File: src/fetch_macros.svh
`ifndef FETCH_MACROS_SVH
`define FETCH_MACROS_SVH

// fetch address width, cache depth is 2**FETCH_ADDR_W
`define FETCH_ADDR_W 4

// one byte per entry
`define FETCH_DATA_W 8

// ROM contents rule: byte(a) = (a * ROM_MUL)[7:0] ^ ROM_XOR
`define ROM_MUL 29
`define ROM_XOR 8'h5A

`endif

File: src/fetch_pkg.sv
`default_nettype none

`include "fetch_macros.svh"

package fetch_pkg;

    typedef logic [`FETCH_ADDR_W-1:0] fetch_addr_t;
    typedef logic [`FETCH_DATA_W-1:0] fetch_data_t;

    // client request, sampled with req
    typedef struct packed {
        fetch_addr_t addr;
    } fetch_req_t;

    // client response, valid with rsp_valid
    typedef struct packed {
        fetch_data_t data;
        logic        hit;   // served from cache
    } fetch_rsp_t;

    // fetcher to cache
    typedef struct packed {
        logic        cs;    // chip select
        logic        we;    // write when set, read otherwise
        fetch_addr_t addr;
        fetch_data_t wdata;
    } cache_cmd_t;

    typedef enum logic [2:0] {
        ST_IDLE,
        ST_LOOKUP,
        ST_CHECK,
        ST_ROM_READ,
        ST_FILL
    } fetch_state_e;

endpackage

`default_nettype wire

File: src/fetch_rom.sv
`timescale 1ns/1ps
`default_nettype none

`include "fetch_macros.svh"

module fetch_rom
    import fetch_pkg::*;
(
    input  logic        clk,
    input  logic        en,
    input  fetch_addr_t addr,
    output fetch_data_t data
);

    localparam int DEPTH = 1 << `FETCH_ADDR_W;

    fetch_data_t rom_mem [DEPTH];

    // constant table built from the address rule
    for (genvar a = 0; a < DEPTH; a++) begin : g_word
        localparam int unsigned PRODUCT = a * `ROM_MUL;
        assign rom_mem[a] = fetch_data_t'(PRODUCT) ^ `ROM_XOR;  // low byte only
    end

    // registered read, output holds while en is low
    always_ff @(posedge clk) begin
        if (en) begin
            data <= rom_mem[addr];
        end
    end

endmodule

`default_nettype wire

File: src/fetch_top.sv
`timescale 1ns/1ps
`default_nettype none

module fetch_top
    import fetch_pkg::*;
(
    input  logic       clk,
    input  logic       rst,
    input  logic       req,         // one-cycle strobe
    input  fetch_req_t req_data,
    input  logic       flush,       // only while busy is low
    output logic       busy,
    output logic       rsp_valid,   // one-cycle pulse
    output fetch_rsp_t rsp
);

    // the fetcher owns ROM and cache, so it is the whole subsystem
    fetcher fetcher_i (
        .clk       (clk),
        .rst       (rst),
        .req       (req),
        .req_data  (req_data),
        .flush     (flush),
        .busy      (busy),
        .rsp_valid (rsp_valid),
        .rsp       (rsp)
    );

endmodule

`default_nettype wire

File: src/fetcher.sv
`timescale 1ns/1ps
`default_nettype none

module fetcher
    import fetch_pkg::*;
(
    input  logic       clk,
    input  logic       rst,
    input  logic       req,
    input  fetch_req_t req_data,
    input  logic       flush,
    output logic       busy,
    output logic       rsp_valid,
    output fetch_rsp_t rsp
);

    fetch_state_e state;
    fetch_addr_t  addr_q;       // latched request address
    logic         cs_q;
    logic         we_q;
    logic         rom_en;
    logic         rsp_valid_q;
    fetch_rsp_t   rsp_q;

    cache_cmd_t   cache_cmd;
    fetch_data_t  cache_rdata;
    logic         cache_rvalid;
    fetch_data_t  rom_data;

    logic         take_req;
    logic         hit_now;

    assign take_req = (state == ST_IDLE) && req;
    assign hit_now  = (state == ST_CHECK) && cache_rvalid;

    // fill data comes straight off the ROM output register
    assign cache_cmd = '{cs: cs_q, we: we_q, addr: addr_q, wdata: rom_data};

    always_ff @(posedge clk) begin
        if (rst) begin
            state       <= ST_IDLE;
            cs_q        <= 1'b0;
            we_q        <= 1'b0;
            rom_en      <= 1'b0;
            rsp_valid_q <= 1'b0;
        end else begin
            // strobes default low
            cs_q        <= 1'b0;
            we_q        <= 1'b0;
            rom_en      <= 1'b0;
            rsp_valid_q <= 1'b0;
            case (state)
                ST_IDLE: begin
                    if (req) begin
                        cs_q  <= 1'b1;      // cache read of the new address
                        state <= ST_LOOKUP;
                    end
                end
                ST_LOOKUP: begin
                    state <= ST_CHECK;      // cache answers on this edge
                end
                ST_CHECK: begin
                    if (cache_rvalid) begin
                        rsp_valid_q <= 1'b1;
                        state       <= ST_IDLE;
                    end else begin
                        rom_en <= 1'b1;     // miss, go to ROM
                        state  <= ST_ROM_READ;
                    end
                end
                ST_ROM_READ: begin
                    cs_q  <= 1'b1;          // write lands at the end of ST_FILL
                    we_q  <= 1'b1;
                    state <= ST_FILL;
                end
                ST_FILL: begin
                    rsp_valid_q <= 1'b1;
                    state       <= ST_IDLE;
                end
                default: begin
                    state <= ST_IDLE;
                end
            endcase
        end
    end

    // address and response payload
    always_ff @(posedge clk) begin
        if (take_req) begin
            addr_q <= req_data.addr;
        end
        if (hit_now) begin
            rsp_q <= '{data: cache_rdata, hit: 1'b1};
        end else if (state == ST_FILL) begin
            rsp_q <= '{data: rom_data, hit: 1'b0};
        end
    end

    assign busy      = (state != ST_IDLE);
    assign rsp_valid = rsp_valid_q;
    assign rsp       = rsp_q;

    fetch_rom rom_i (
        .clk  (clk),
        .en   (rom_en),
        .addr (addr_q),
        .data (rom_data)
    );

    line_cache cache_i (
        .clk    (clk),
        .rst    (rst),
        .cmd    (cache_cmd),
        .flush  (flush),            // passes through untouched
        .rdata  (cache_rdata),
        .rvalid (cache_rvalid)
    );

    // one response per request, never back to back
    a_rsp_single: assert property (
        @(posedge clk) disable iff (rst)
        rsp_valid |=> !rsp_valid
    );

    // the cache is written only while filling after a miss
    a_write_in_fill: assert property (
        @(posedge clk) disable iff (rst)
        (cache_cmd.cs && cache_cmd.we) |-> (state == ST_FILL)
    );

endmodule

`default_nettype wire

File: src/line_cache.sv
`timescale 1ns/1ps
`default_nettype none

`include "fetch_macros.svh"

module line_cache
    import fetch_pkg::*;
(
    input  logic        clk,
    input  logic        rst,
    input  cache_cmd_t  cmd,
    input  logic        flush,
    output fetch_data_t rdata,
    output logic        rvalid
);

    localparam int DEPTH = 1 << `FETCH_ADDR_W;

    fetch_data_t      mem [DEPTH];
    logic [DEPTH-1:0] valid;
    logic             do_write;
    logic             do_read;

    assign do_write = cmd.cs && cmd.we;
    assign do_read  = cmd.cs && !cmd.we;

    // valid bits, flush beats a write in the same cycle
    always_ff @(posedge clk) begin
        if (rst || flush) begin
            valid <= '0;
        end else if (do_write) begin
            valid[cmd.addr] <= 1'b1;
        end
    end

    always_ff @(posedge clk) begin
        if (do_write && !flush) begin
            mem[cmd.addr] <= cmd.wdata;
        end
    end

    // read data, only meaningful alongside rvalid
    always_ff @(posedge clk) begin
        if (do_read) begin
            rdata <= mem[cmd.addr];
        end
    end

    always_ff @(posedge clk) begin
        if (rst) begin
            rvalid <= 1'b0;
        end else if (do_read) begin
            rvalid <= valid[cmd.addr] && !flush;   // a flushed entry reads as miss
        end
    end

    // client flushes only while the fetcher is idle, so never during a fill
    a_no_flush_on_write: assert property (
        @(posedge clk) disable iff (rst)
        !(flush && do_write)
    );

endmodule

`default_nettype wire

File: config.mk
export PLATFORM = sky130hd
export DESIGN_NAME = fetch_top
export DESIGN_NICKNAME = d
export VERILOG_FILES = /design/src/fetch_pkg.sv /design/src/fetch_rom.sv /design/src/fetch_top.sv /design/src/fetcher.sv /design/src/line_cache.sv
export VERILOG_INCLUDE_DIRS = /design/src
export SDC_FILE = /design/constraint.sdc
export NUM_CORES = 1
export LEC_CHECK = 0
export BUFFER_PORTS_ARGS = -buffer_cell sky130_fd_sc_hd__clkbuf_2
export CAP_MARGIN = 25
export CORE_UTILIZATION = 40
export DETAILED_ROUTE_END_ITERATION = 8
export PLACE_DENSITY = 0.59
export SYNTH_ARGS = -nofsm -noshare
export SYNTH_HDL_FRONTEND = slang
export SYNTH_SLANG_ARGS = --single-unit
File: constraint.sdc
create_clock -name clk -period 2.7 [get_ports clk]
set_input_delay 0.54 -clock clk [delete_from_list [all_inputs] [get_ports clk]]
set_output_delay 0.54 -clock clk [all_outputs]
set_load 0.02 [all_outputs]
# Word-level counts from Yosys, hierarchy flattened
# Memories as Yosys holds them, arrays and structs flattened. A register that Yosys moved wholly into a read port is not among the register bits.
# Cells that the tools add are included.
totals:
  regBits: 37
  rom_bits: 128
  output_inout_bits: 11
  inputBits: 8
  mem_bits_rw: 128
  memories: 2
memory_table:
  columns: ["name", "words", "width", "read_ports", "rd_clocked_by_memory_dff", "wr", "line_no", "text"]
  rows:
  - ["(no name shown)", 16, 8, 1, 1, 0, "fetch_rom.sv:28", "data <= rom_mem[addr];"]
  - ["fetcher_i.cache_i.mem", 16, 8, 1, 1, 1, "line_cache.sv:19", "fetch_data_t mem [DEPTH];"]
op_classes:
  bitwise_logic: 3
  muxes: 17
  reduce_logical: 14
  magnitude_cmp: 2
  eq_ne: 5
ops:
  columns: ["op", "n"]
  rows:
  - ["two-way mux 9 bit", 2]
  - ["bitwise OR 16 bit", 1]
  - ["case mux 3 bit (4 select lines)", 1]
  - ["two-way mux 1 bit", 8]
  - ["logical AND 1 bit", 7]
  - ["equality test 3 x 2 -> 1 bit, second input constant", 2]
  - ["less-than comparator 4 x 5 -> 1 bit, second input constant", 1]
  - ["inverter 4 -> 5 bit", 1]
  - ["binary-select mux 1 bit (select 4 bit)", 1]
  - ["demux 1 bit (select 4 bit)", 1]
  - ["greater-or-equal comparator 4 x 1 -> 1 bit, second input constant", 1]
  - ["case mux 1 bit (2 select lines)", 2]
  - ["equality test 3 x 1 -> 1 bit, second input constant", 1]
  - ["equality test 3 bit, second input constant", 1]
  - ["zero test 3 bit", 1]
  - ["two-way mux 3 bit", 1]
  - ["nonzero test 3 bit", 1]
  - ["zero test 1 bit", 2]
  - ["two-way mux 2 bit", 1]
  - ["inequality test 2 bit, second input constant", 1]
  - ["nonzero test 2 bit", 1]
  - ["OR reduction 2 bit", 1]
  - ["logical OR 1 bit", 1]
  - ["inverter 1 bit", 1]

# Depth between registers and ports, before layout
depth:
  depth_word: 5
  depth_mapped: 8
  depth_no_buf: 5

# Cells and area by module
# A second synthesis with hierarchy kept.
hier_totals:
  cells_unflattened: 395
  hier_area_um2: 7285.7
modules_own_cells:
  columns: ["mod", "cells_per_inst", "seq_area_each_um2", "area_per_inst_um2", "instances"]
  rows:
  - ["line_cache", 287, 4424.2, 5972.0, 1]
  - ["fetcher", 72, 520.5, 857.1, 1]
  - ["fetch_rom", 36, 240.2, 456.7, 1]

# Least setup slack after synthesis
# No wires, ideal clock.
synth_path:
  path_type: "register to register"
  start: "reg fetcher_i.addr_q[0]"
  end: "mem fetcher_i.cache_i.mem[8][0] in the netlist's numbering (enable)"
  arrival_time_ns: 2.008
  stages_incl_launch_ff: 8
  setup_ns: 0.383
  setup_slack_ns: 0.308
  n_path_buf: 3
  cell_sequence: "edfxtp_1 buf_6 buf_12 buf_12 inv_1 ha_1 nand3_1 nor3_1"
synth_lines:
  columns: ["element", "line_no", "text"]
  rows:
  - ["from (decl)", "fetcher.sv:18", "fetch_addr_t addr_q;"]
  - ["from (signal assigned)", "fetcher.sv:90", "addr_q <= req_data.addr;"]
  - ["to (decl)", "line_cache.sv:19", null]
# Straight into the memory's write port.

# Worst setup path after layout
layout_path:
  start: "reg fetcher_i.state[0]"
  end: "out busy"
layout_via:
  elab_chain_cells: 1
layout_lines:
  columns: ["element", "line_no", "text"]
  rows:
  - ["from (decl)", "fetcher.sv:17", "fetch_state_e state;"]
  - ["from (signal assigned)", "fetcher.sv:41", "state <= ST_IDLE;"]
  - ["from (signal assigned)", "fetcher.sv:56", "state <= ST_LOOKUP;"]
  - ["from (signal assigned)", "fetcher.sv:60", "state <= ST_CHECK;"]
  - ["nonzero test 3 bit", "fetcher.sv:99", "assign busy = (state != ST_IDLE);"]
  - ["to (decl)", "fetch_top.sv:12", "output logic busy,"]
# No other way between the ends.

==> flow_summary.toml <==
[run_status]
status = "finished clean"

[global_route]
grt_pass1_wl_mm = 23.70
grt_usage = 0.1803
grt_pass1_vias = 4111
antenna_found_initial = 0
grt_max_degree = 33
grt_overflow = 0

[min_path]
min-delay-start = "req_data[3]"
hold_path_class = "in -> reg"

[clock_network]
cts_tree = "done"
cts_setup_buffers = 0
clk_latency_ps = 430
ctsResizeCount = 0
clk_pin_slew_ps = 70
cts_buffers = 17
htree_levels = 4
cts_max_path_buffers = 2
root_buffer = "clkbuf_16"
hold_buffers = 0
cts_sinks = 181

[sta]
rsz0062_at_grt = "false"
clock_skew_ps = 6.737
setup_viol = 0
final_hold_viol_count = 0
relSlewSlack = 0.5209
max_slew.worst_pin.slew_ps = 716.9
finalCritPeriodShare = 0.7855
fmax_mhz = 471.5
hold_ws_ps = 282.8
tns_ps = 0
final-max-slew-violation-count = 0
period_needed_ps = 2121

[route]
met3_length_um = 849
drc_errors = 0
drtIter0Drc = 265
ant_nets = 0
highest_layer = "met4"
m1WireLength_mm = 6.558
wl_per_cell_um = 20.74
viasPerCell = 5.395
wl_met2_mm = 7.650
wirelength_mm = 15.08
drtPass1Iterations = 4
route.vias.total = 3922

[floorplanning]
coreArea_um2 = 17480
rows = 48
pin_count = 19
start_util = 0.4141
fp.dieH_um = 136.5
die_area_um2 = 18630
die-width_um = 136.5

[finish]
area_growth_pct = 14.75
antenna_cells = 0
final_util = 0.4752
final_common_cell = "edfxtp_1"
fillers = 1502
layout.cells.non_filler = 727
layout.nets = 504
most-common-layout-cells = "edfxtp_1 (156), nor2_1 (53), mux2i_1 (33)"
drive_gt1_frac = 0.2092

[yosys]
asyncSetResetFlopFracSynth = 0
synth_seq_cells = 181
yosysWarnings = 0
syn_nets = 464
synth_area_um2 = 7237
yosysSeqAreaShare = 0.7165
synth_edf_count = 156
synthFlopType = "edfxtp_1"
syn_inst = 449
synth_cell_types = 43
avgSynthCellArea_um2 = 16.12

[critical_path]
required_ps = 2160
critPathKind = "reg -> out"
r2r-start = "fetcher_i.addr_q[0]"
setup.worst_path.start = "fetcher_i.state[0]"
cp_max_fo = 18
arrival_ps = 1580
critPathLaunchType = "flip-flop"
cp-end-kind = "output port"

[power_and_ir_drop]
seqPwrFrac = 0.519
p_switching_mw = 1.330
power.total_mw = 6.022
powerDensity_nw_per_um2 = 725.2
total_leakage_power_nw = 2.851
p_int_mw = 4.693
ir_worst_vdd_v = 0.0004589
swShare = 0.2208
p_comb_frac = 0.064
clkPwrFrac = 0.417

[flow_run]
max-cap-violations = 0

[placed_design]
hpwl_mm = 9.902
placed_cells = 695
gp_congestion = 0.7699
portBuffers = 18
worst max-delay path, cell delays in order (launching register included):
cell	delay [ps]
dfxtp_1	530
or3_1	460
clkbuf_2	170
logic make-up after synthesis:
| logic type | Yosys count | share of synthesized area |
|---|---|---|
| AOI/OAI and AO/OA | 72 | 0.07037 |
| xor gates and xnor gates | 3 | 0.003631 |
| adders and majority gates | 7 | 0.01210 |
| buffers and inverters | 34 | 0.02835 |
| DFF | 181 | 0.7165 |
| muxes | 55 | 0.1100 |
| and+or+nand+nor | 97 | 0.05913 |
registers in the layout, indices dropped and copies added, names as in the netlist:
name and cells:
fetcher_i.cache_i.mem 128, fetcher_i.rom_i.data 8, fetcher_i.cache_i.valid 16, fetcher_i.cs_q 1, fetcher_i.cache_i.rdata 8, fetcher_i.cache_i.rvalid 1, fetcher_i.rsp 9, fetcher_i.addr_q 4
fetcher_i.rsp_valid 1, fetcher_i.rom_en 1, fetcher_i.state 3, fetcher_i.we_q 1
power groups by stage:
stage / logic, mW / clock network (mW) / registers [mW]
final: 0.386 / 2.51 / 3.13
after global routing: 0.422 / 2.68 / 3.13
after global placement: 0.386 / 0 / 3.19
after CTS: 0.390 / 2.57 / 3.13
after floorplan: 0.308 / 0 / 3.16
after detailed placement: 0.390 / 0 / 3.19
per-stage QoR:
stage               setup WS, ps  cell area [um^2]
finish                     579.2              8304
global route               458.6              8304
CTS                        535.3              8304
detailed placement         637.8              7676
global placement           688.6              7676
floorplan                  308.5              7237
final cells by class:
cell class	count	area (um^2)	area share
clock buffer	22	550.5	0.06630
multi-input combinational	234	1847	0.2224
tap	225	281.5	0.03390
sequential	181	5185	0.6244
clock inverter	10	77.57	0.009342
timing repair buffer	47	332.8	0.04008
inverter	8	30.03	0.003616
synthesized netlist by cell type, drive strengths merged (2+ instances only):
cell | n | area share
o221ai | 16 | 0.024
nor3 | 8 | 0.0055
edfxtp | 156 | 0.65
a21oi | 20 | 0.014
nand3 | 7 | 0.0048
clkbuf | 8 | 0.0041
o22ai | 7 | 0.0061
mux2 | 3 | 0.0047
ha | 7 | 0.012
dfxtp | 25 | 0.069
a22oi | 8 | 0.0083
inv | 7 | 0.0036
xnor2 | 2 | 0.0024
a31oi | 5 | 0.0043
mux4 | 19 | 0.060
buf | 18 | 0.020
nor2 | 53 | 0.027
mux2i | 33 | 0.046
o21ai | 10 | 0.0069
nand2 | 12 | 0.0062
a22o | 2 | 0.0024
nand2b | 2 | 0.0017
or3 | 5 | 0.0043
and3 | 4 | 0.0035
nor2b | 3 | 0.0026
routing by layer:
layer | track usage | vias up
li1 | - | 1837
met1 | 0.2384 | 1985
met2 | 0.2905 | 95
met3 | 0.04111 | 5
met4 | 0.06605 | 0
met5 | 0 | -
final timing paths:
path                           endpoint  slack, ps  cells past startpoint
max                                busy        580                      2
min                 fetcher_i.addr_q[3]        280                      1
max reg2reg  fetcher_i.cache_i.rdata[6]        630                      5
min reg2reg  fetcher_i.cache_i.valid[4]        470                      2
Power figures use the tool's default switching activity.
